[src/hw/fetch_pkg.sv]
// fetch unit definitions
package fetch_pkg;

    localparam int ADDR_WIDTH   = 32;   // byte address
    localparam int INSTR_WIDTH  = 32;
    localparam int INSTR_BYTES  = 4;    // sequential pc step
    localparam int OPCODE_WIDTH = 6;    // instr[31:26]
    localparam int OFFSET_WIDTH = 16;   // signed word offset, instr[15:0]

    // instruction queue
    localparam int QUEUE_DEPTH = 8;
    localparam int QPTR_BITS   = $clog2(QUEUE_DEPTH);

    typedef logic [ADDR_WIDTH-1:0]   addr_t;
    typedef logic [INSTR_WIDTH-1:0]  instr_t;
    typedef logic [OPCODE_WIDTH-1:0] opcode_t;
    typedef logic [OFFSET_WIDTH-1:0] offset_t;
    typedef logic [QPTR_BITS-1:0]    qptr_t;
    typedef logic [QPTR_BITS:0]      qcount_t;    // one extra bit to hold depth

    // opcodes that redirect the fetch stream
    localparam opcode_t OP_BRANCH = 6'h04;  // conditional, taken when backward
    localparam opcode_t OP_JUMP   = 6'h02;  // always taken

endpackage

[src/hw/icache_pkg.sv]
// instruction cache geometry
package icache_pkg;

    localparam int BLOCK_WIDTH = 64;    // two instructions per block
    localparam int NUM_SETS    = 16;
    localparam int NUM_WAYS    = 2;     // lru is a single bit per set

    // address split: tag | index | offset
    localparam int OFFSET_BITS = 3;     // byte offset within block
    localparam int INDEX_BITS  = $clog2(NUM_SETS);
    localparam int TAG_BITS    = 32 - INDEX_BITS - OFFSET_BITS;

    typedef logic [BLOCK_WIDTH-1:0] block_t;
    typedef logic [TAG_BITS-1:0]    tag_t;
    typedef logic [INDEX_BITS-1:0]  index_t;

endpackage

[src/hw/fetch_entry_if.sv]
// fetch entry enqueue interface
`timescale 1ns/1ps

interface fetch_entry_if;
    import fetch_pkg::*;

    logic   valid;      // fetch has a hit
    logic   ready;      // queue has room
    instr_t instr;
    addr_t  pc;
    logic   is_branch;  // branch or jump
    logic   pred_taken;
    addr_t  target;
    logic   flush;      // recovery, empties queue

    // fetch side
    modport producer (
        output valid, instr, pc, is_branch, pred_taken, target, flush,
        input  ready
    );

    // queue side
    modport consumer (
        input  valid, instr, pc, is_branch, pred_taken, target, flush,
        output ready
    );

endinterface

[src/hw/icache.sv]
// two-way instruction cache
`timescale 1ns/1ps

module icache (
    input  logic               clk,
    input  logic               rst,
    input  fetch_pkg::addr_t   addr,
    input  logic               fill_valid,
    input  icache_pkg::block_t fill_data,
    output logic               hit,
    output icache_pkg::block_t hit_block,
    output logic               req_valid,
    output fetch_pkg::addr_t   req_addr
);
    import fetch_pkg::*;
    import icache_pkg::*;

    tag_t                tag_q   [NUM_WAYS][NUM_SETS];
    block_t              data_q  [NUM_WAYS][NUM_SETS];
    logic [NUM_SETS-1:0] valid_q [NUM_WAYS];
    logic [NUM_SETS-1:0] lru_q;     // 1 -> way 1 is next victim
    logic                pend_q;    // fill outstanding

    tag_t                lookup_tag;
    index_t              lookup_idx;
    tag_t                fill_tag;
    index_t              fill_idx;
    logic [NUM_WAYS-1:0] hit_way;
    logic                victim;
    logic                launch;

    assign lookup_tag = addr[ADDR_WIDTH-1 -: TAG_BITS];
    assign lookup_idx = addr[OFFSET_BITS +: INDEX_BITS];

    // fill goes where the request pointed, even if the pc moved on
    assign fill_tag = req_addr[ADDR_WIDTH-1 -: TAG_BITS];
    assign fill_idx = req_addr[OFFSET_BITS +: INDEX_BITS];
    assign victim   = lru_q[fill_idx];

    // compare both ways of the set
    always_comb begin
        hit_block = '0;
        for (int w = 0; w < NUM_WAYS; w++) begin
            hit_way[w] = valid_q[w][lookup_idx] && (tag_q[w][lookup_idx] == lookup_tag);
            if (hit_way[w]) begin
                hit_block = hit_block | data_q[w][lookup_idx];   // at most one way
            end
        end
    end

    assign hit = |hit_way;

    // miss with nothing in flight; a returning fill takes the cycle
    assign launch = !hit && !pend_q && !fill_valid;

    always_ff @(posedge clk) begin
        if (rst) begin
            for (int w = 0; w < NUM_WAYS; w++) begin
                valid_q[w] <= '0;
            end
            lru_q     <= '0;
            pend_q    <= 1'b0;
            req_valid <= 1'b0;
        end else begin
            req_valid <= launch;    // single cycle pulse
            if (hit) begin
                lru_q[lookup_idx] <= ~hit_way[1];   // other way becomes victim
            end
            if (fill_valid) begin
                valid_q[victim][fill_idx] <= 1'b1;
                lru_q[fill_idx]           <= ~victim;   // wins over a hit update
                pend_q                    <= 1'b0;
            end else if (launch) begin
                pend_q <= 1'b1;
            end
        end
    end

    // tag, data and request address
    always_ff @(posedge clk) begin
        if (fill_valid) begin
            tag_q[victim][fill_idx]  <= fill_tag;
            data_q[victim][fill_idx] <= fill_data;
        end
        if (launch) begin
            req_addr <= {lookup_tag, lookup_idx, OFFSET_BITS'(0)};  // block aligned
        end
    end

    // each request opens a new pending fill
    a_no_req_pending: assert property (@(posedge clk) disable iff (rst)
        req_valid |-> $rose(pend_q));

    // fills never duplicate a block across ways
    a_one_way_hit: assert property (@(posedge clk) disable iff (rst)
        $onehot0(hit_way));

endmodule

[src/hw/next_pc_predictor.sv]
// static next pc predictor
`timescale 1ns/1ps

module next_pc_predictor (
    input  fetch_pkg::instr_t instr,
    input  fetch_pkg::addr_t  pc,
    output logic              is_branch,
    output logic              pred_taken,
    output fetch_pkg::addr_t  target,
    output fetch_pkg::addr_t  next_pc
);
    import fetch_pkg::*;

    opcode_t opcode;
    offset_t offset;
    addr_t   offset_ext;
    logic    is_cond;
    logic    is_jump;

    // decode fields
    assign opcode = instr[INSTR_WIDTH-1 -: OPCODE_WIDTH];
    assign offset = instr[OFFSET_WIDTH-1:0];

    // sign extend word offset
    assign offset_ext = {{(ADDR_WIDTH-OFFSET_WIDTH){offset[OFFSET_WIDTH-1]}}, offset};

    assign is_cond   = (opcode == OP_BRANCH);
    assign is_jump   = (opcode == OP_JUMP);
    assign is_branch = is_cond || is_jump;

    // backward branches taken (loops), jumps always
    assign pred_taken = is_jump || (is_cond && offset[OFFSET_WIDTH-1]);

    // word offset to byte offset
    assign target = pc + offset_ext * addr_t'(INSTR_BYTES);

    assign next_pc = pred_taken ? target : pc + addr_t'(INSTR_BYTES);

endmodule

[src/hw/instr_queue.sv]
// instruction queue
`timescale 1ns/1ps

module instr_queue (
    input  logic              clk,
    input  logic              rst,
    fetch_entry_if.consumer   enq,
    input  logic              deq_ready,
    output logic              deq_valid,
    output fetch_pkg::instr_t deq_instr,
    output fetch_pkg::addr_t  deq_pc,
    output logic              deq_is_branch,
    output logic              deq_pred_taken,
    output fetch_pkg::addr_t  deq_target
);
    import fetch_pkg::*;

    // entry storage
    instr_t                 instr_q  [QUEUE_DEPTH];
    addr_t                  pc_q     [QUEUE_DEPTH];
    addr_t                  target_q [QUEUE_DEPTH];
    logic [QUEUE_DEPTH-1:0] is_branch_q;
    logic [QUEUE_DEPTH-1:0] pred_taken_q;

    qptr_t   wr_ptr_q;
    qptr_t   rd_ptr_q;
    qcount_t count_q;
    logic    enq_fire;
    logic    deq_fire;

    assign enq.ready = (count_q < qcount_t'(QUEUE_DEPTH));  // no bypass from dequeue
    assign deq_valid = (count_q != '0);

    assign enq_fire = enq.valid && enq.ready && !enq.flush;  // flush drops the fetch
    assign deq_fire = deq_valid && deq_ready;

    // head entry
    assign deq_instr      = instr_q[rd_ptr_q];
    assign deq_pc         = pc_q[rd_ptr_q];
    assign deq_is_branch  = is_branch_q[rd_ptr_q];
    assign deq_pred_taken = pred_taken_q[rd_ptr_q];
    assign deq_target     = target_q[rd_ptr_q];

    always_ff @(posedge clk) begin
        if (rst || enq.flush) begin
            wr_ptr_q <= '0;
            rd_ptr_q <= '0;
            count_q  <= '0;
        end else begin
            if (enq_fire) wr_ptr_q <= wr_ptr_q + qptr_t'(1);   // wraps at depth
            if (deq_fire) rd_ptr_q <= rd_ptr_q + qptr_t'(1);
            case ({enq_fire, deq_fire})
                2'b10:   count_q <= count_q + qcount_t'(1);
                2'b01:   count_q <= count_q - qcount_t'(1);
                default: count_q <= count_q;   // both or neither
            endcase
        end
    end

    always_ff @(posedge clk) begin
        if (enq_fire) begin
            instr_q[wr_ptr_q]      <= enq.instr;
            pc_q[wr_ptr_q]         <= enq.pc;
            is_branch_q[wr_ptr_q]  <= enq.is_branch;
            pred_taken_q[wr_ptr_q] <= enq.pred_taken;
            target_q[wr_ptr_q]     <= enq.target;
        end
    end

    // a write never lands on an unread head entry
    a_no_enq_full: assert property (@(posedge clk) disable iff (rst)
        enq_fire |-> (count_q == '0) || (wr_ptr_q != rd_ptr_q));

    a_no_deq_empty: assert property (@(posedge clk) disable iff (rst)
        deq_fire |-> (count_q != '0) && (wr_ptr_q != rd_ptr_q || count_q[QPTR_BITS]));

endmodule

[src/hw/ifu.sv]
// instruction fetch unit
`timescale 1ns/1ps

module ifu (
    input  logic               clk,
    input  logic               rst,
    input  fetch_pkg::addr_t   recovery_pc,
    input  logic               recovery_pc_valid,
    output logic               mem_req_valid,
    output fetch_pkg::addr_t   mem_req_addr,
    input  logic               mem_resp_valid,
    input  icache_pkg::block_t mem_resp_data,
    input  logic               dispatch_ready,
    output logic               instr_valid,
    output fetch_pkg::instr_t  instr_data,
    output fetch_pkg::addr_t   instr_pc,
    output logic               instr_is_branch,
    output logic               instr_pred_taken,
    output fetch_pkg::addr_t   instr_target
);
    import fetch_pkg::*;
    import icache_pkg::*;

    addr_t  pc_q;
    addr_t  pc_d;
    addr_t  pred_next_pc;
    addr_t  br_target;
    instr_t fetch_instr;
    block_t hit_block;
    logic   hit;
    logic   stall;
    logic   br_is;
    logic   br_taken;

    fetch_entry_if fe ();

    icache i_icache (
        .clk        (clk),
        .rst        (rst),
        .addr       (pc_q),
        .fill_valid (mem_resp_valid),
        .fill_data  (mem_resp_data),
        .hit        (hit),
        .hit_block  (hit_block),
        .req_valid  (mem_req_valid),
        .req_addr   (mem_req_addr)
    );

    // pc bit 2 picks the word, lower address in the low half
    assign fetch_instr = pc_q[OFFSET_BITS-1] ? hit_block[BLOCK_WIDTH-1 -: INSTR_WIDTH]
                                             : hit_block[INSTR_WIDTH-1:0];

    next_pc_predictor i_pred (
        .instr      (fetch_instr),
        .pc         (pc_q),
        .is_branch  (br_is),
        .pred_taken (br_taken),
        .target     (br_target),
        .next_pc    (pred_next_pc)
    );

    // producer side of the entry
    assign fe.valid      = hit;
    assign fe.instr      = fetch_instr;
    assign fe.pc         = pc_q;
    assign fe.is_branch  = br_is;
    assign fe.pred_taken = br_taken;
    assign fe.target     = br_target;
    assign fe.flush      = recovery_pc_valid;   // queue drops this fetch too

    instr_queue i_queue (
        .clk            (clk),
        .rst            (rst),
        .enq            (fe.consumer),
        .deq_ready      (dispatch_ready),
        .deq_valid      (instr_valid),
        .deq_instr      (instr_data),
        .deq_pc         (instr_pc),
        .deq_is_branch  (instr_is_branch),
        .deq_pred_taken (instr_pred_taken),
        .deq_target     (instr_target)
    );

    assign stall = !hit || !fe.ready;   // miss or full queue

    // next pc: recovery, then hold, then prediction
    always_comb begin
        if (recovery_pc_valid)
            pc_d = recovery_pc;
        else if (stall)
            pc_d = pc_q;
        else
            pc_d = pred_next_pc;
    end

    always_ff @(posedge clk) begin
        if (rst) pc_q <= '0;
        else     pc_q <= pc_d;
    end

    // recovery targets and predicted paths keep word alignment
    a_pc_aligned: assert property (@(posedge clk) disable iff (rst)
        pc_q[$clog2(INSTR_BYTES)-1:0] == '0);

endmodule

[config.mk]
export PLATFORM = sky130hd
export DESIGN_NAME = ifu
export DESIGN_NICKNAME = d
export VERILOG_FILES = /design/src/hw/fetch_pkg.sv /design/src/hw/icache_pkg.sv /design/src/hw/fetch_entry_if.sv /design/src/hw/icache.sv /design/src/hw/next_pc_predictor.sv /design/src/hw/instr_queue.sv /design/src/hw/ifu.sv
export SDC_FILE = /design/constraint.sdc
export NUM_CORES = 2
export LEC_CHECK = 0
export ABC_AREA = 1
export BUFFER_PORTS_ARGS = -buffer_cell sky130_fd_sc_hd__buf_2
export CAP_MARGIN = 0
export CORE_ASPECT_RATIO = 0.7
export CORE_MARGIN = 3
export CORE_UTILIZATION = 30
export DETAILED_ROUTE_END_ITERATION = 8
export SYNTH_ARGS = -nofsm -noshare
export SYNTH_HDL_FRONTEND = slang
export SYNTH_SLANG_ARGS = --single-unit
[constraint.sdc]
create_clock -name clk -period 9.8 [get_ports clk]
set_clock_uncertainty 0.1 [all_clocks]
set_input_delay 1.96 -clock clk [delete_from_list [all_inputs] [get_ports clk]]
set_output_delay 1.96 -clock clk [all_outputs]
set_load 0.02 [all_outputs]
==> results.txt <==
Outcome: complete, no violations
Arrival time at the worst endpoint: 10020 ps
R2R Setup Slk: 500 ps
Cell count after placement: 17005
Hold_sp: i_icache.req_addr[30]
Sequential fraction of the synthesis area: 0.767
DRT antenna net count: 0
Post_cts resized: 0
RSZ-0062 raised after global routing: no
Top achievable clock speed: 0.108 GHz
Num rows: 213
Post-route cell area: 166000 µm²
CP max FO: 35
Cell Pwr Density: 201 nW/µm²
Critical path buffer and inverter count: 4
Synth unique cells: 65
Drt total wl: 461 mm
Antenna violations before repair: 54
Ys flop type: edfxtp_1
GRT overflow: 0
Latest clock arrival within the worst-skew pair: 940 ps
Total of max-cap violations: 0
Vias per std cell: 5.30
R2R Path Start: fe.pc[4]
Layout area overhead: 14.5%
Yosys reg bits: 3740
Chip Height: 588 µm
CTS tree: yes
Worst Tran Pin Value: 1300 ps
Core area: 482000 µm²
CP Class: reg2reg
Final Max Tran Viols: 0
VDD IR-drop max: 0.164 mV
CP top delay family: simple AND/OR/NAND/NOR gates
Total Nets Final: 11038
WP data required: 10520 ps
CP peak stage delay: 940 ps
Finished Layout Cells: 17640
Share of layout cells above drive strength 1: 0.100
Post-synth ARST share: 0
CP Capture Type: register
Avg Inst Size Synth: 13.6 µm²
Static Leakage: 0.0555 µW
Post-synth design cell area: 145000 µm²
Detailed placement HPWL: 252 mm
Chip Width: 838 µm
Number of port buffers: 229
Pin count of the biggest net entering global routing: 175
Endpoints failing hold: 0
# setup viols final: 0
Post-synth EDFFs: 3645
R2r endpoint: fe.pc[22]
Hold_buf cts: 0
Mapped Cells: 10696
IO Count: 233
Placed Area: 155000 µm²
CTS Buffer Depth: 4
Initial Util: 0.302
Pwr Total: 33400 µW
Period minus WS final: 9300 ps
Final period utilization: 0.949
DR DRC count: 0
Routed length per instance: 26.1 µm
Fill count: 46242
CTS buffer count: 343
H-tree Lvls: 5
Critical Path Start Type: register
DR iter-0 viols: 13725
WHS Endpoint: i_icache.tag_q[0][198]
Vias: 93440
Final GP Congestion: 0.938
Clock Sinks: 3740
CTS root buffer: clkbuf_16
Relative slew slack: 0.132
Yosys warns: 0
Die area: 493000 µm²
TritonRoute pass-1 iters: 8
Slowest-stage cell, CP: xor2_1
Total track usage: 0.179
Setup Fix Bufs, Post-CTS: 0
Hold path cells: 0
First-pass GRT wire length: 651 mm
Clock-pin slew on the worst setup and hold paths: 70 ps
Vias in the first global route: 85393
Worst hold path type: reg2reg
Worst reg-to-reg path cell count: 27
power by group:
part	internal (µW)	switching [µW]	leakage, µW
combinational	423	1420	0.0158
clock	7790	6070	0.00560
sequential	17700	47.8	0.0340
layout by cell type (no fill, tap or decap), types with 41 or more instances in the layout:
cell,count
xor2_1,43
clkbuf_1,54
o21ai_1,41
o221ai_1,88
o22a_1,78
nand3_1,202
buf_4,221
nor4_1,44
o21ai_0,600
edfxtp_1,3645
nand2_1,2208
clkinv_1,53
nor2_1,1010
o22ai_1,471
bufinv_16,41
a31oi_1,102
nand4_1,53
a21oi_1,366
clkbuf_16,352
a22oi_1,515
dfxtp_1,90
clkinv_2,70
buf_2,228
buf_12,44
inv_1,185
cell usage after synthesis (72+ instances only):
| cell type | number | area share |
|---|---|---|
| inv_1 | 190 | 0.0049 |
| buf_2 | 108 | 0.0037 |
| dfxtp_1 | 95 | 0.013 |
| o221ai_1 | 88 | 0.0053 |
| a31oi_1 | 102 | 0.0044 |
| o22ai_1 | 471 | 0.020 |
| nand3_1 | 202 | 0.0070 |
| buf_1 | 72 | 0.0019 |
| o22a_1 | 78 | 0.0047 |
| clkbuf_1 | 419 | 0.011 |
| edfxtp_1 | 3645 | 0.75 |
| nand2_1 | 2209 | 0.057 |
| o21ai_0 | 610 | 0.021 |
| nor2_1 | 1045 | 0.027 |
| a21oi_1 | 366 | 0.013 |
| a22oi_1 | 515 | 0.027 |
per-layer routing:
metal  part of all wire  vias to the layer above  global-route usage
li1                   -                    40284                   -
met5            0.00038                        -                   0
met2               0.43                     5282               0.260
met4              0.027                       24              0.0453
met3               0.12                      709              0.0406
met1               0.43                    47141               0.270
per-stage QoR:
step	TNS (ps)	util	setup slack, ps	hold slack (ps)
finish	0	0.345	501	326
floorplan	-156570	-	-408	323
CTS	0	0.345	1050	318
detailed placement	0	0.321	1050	354
global route	0	0.345	318	325
global placement	0	0.321	1130	347
cells by family (layout without fill, tap and decap cells):
logic type	after synthesis	count (layout)	share of synthesized area
fa+ha+maj	37	37	0.00329
simple gates	3632	3632	0.0989
flops	3740	3740	0.767
mux	1	1	0.0000689
compound gates	2389	2389	0.104
buf+inv	843	1320	0.0242
other cells	1	18	0.0000258
xor+xnor	53	53	0.00320
how the worst max path moves through the flow:
stage | from | endpoint | cells after the start
after CTS | fe.pc[4] | fe.pc[28] | 29
after floorplan | fe.pc[3] | i_queue.instr_q[0][0] | 22
after global routing | fe.pc[4] | fe.pc[29] | 33
after detailed placement | fe.pc[4] | fe.pc[28] | 29
after global placement | fe.pc[4] | fe.pc[28] | 29
final | fe.pc[4] | fe.pc[22] | 27
cell type report:
cell class	count	area, µm²	area share
Clock inverter	200	2240	0.0135
Multi-Input combinational cell	6115	30800	0.185
Timing Repair Buffer	493	3680	0.0221
Inverter	207	843	0.00507
Sequential cell	3740	111000	0.670
Clock buffer	420	9170	0.0552
Antenna cell	15	37.5	0.000226
Tap cell	6450	8070	0.0485
sequential cells by signal, summed over array words and instances (netlist names), 8 cells and up, named ones only:
register / cells
fe.pc: 32
i_icache.data_q: 2048
i_icache.lru_q: 16
i_icache.req_addr: 29
i_icache.tag_q: 800
i_icache.valid_q: 32
i_queue.instr_q: 256
i_queue.is_branch_q: 8
i_queue.pc_q: 240
i_queue.pred_taken_q: 8
i_queue.target_q: 256
No activity file was read; power rests on OpenSTA's default activity.
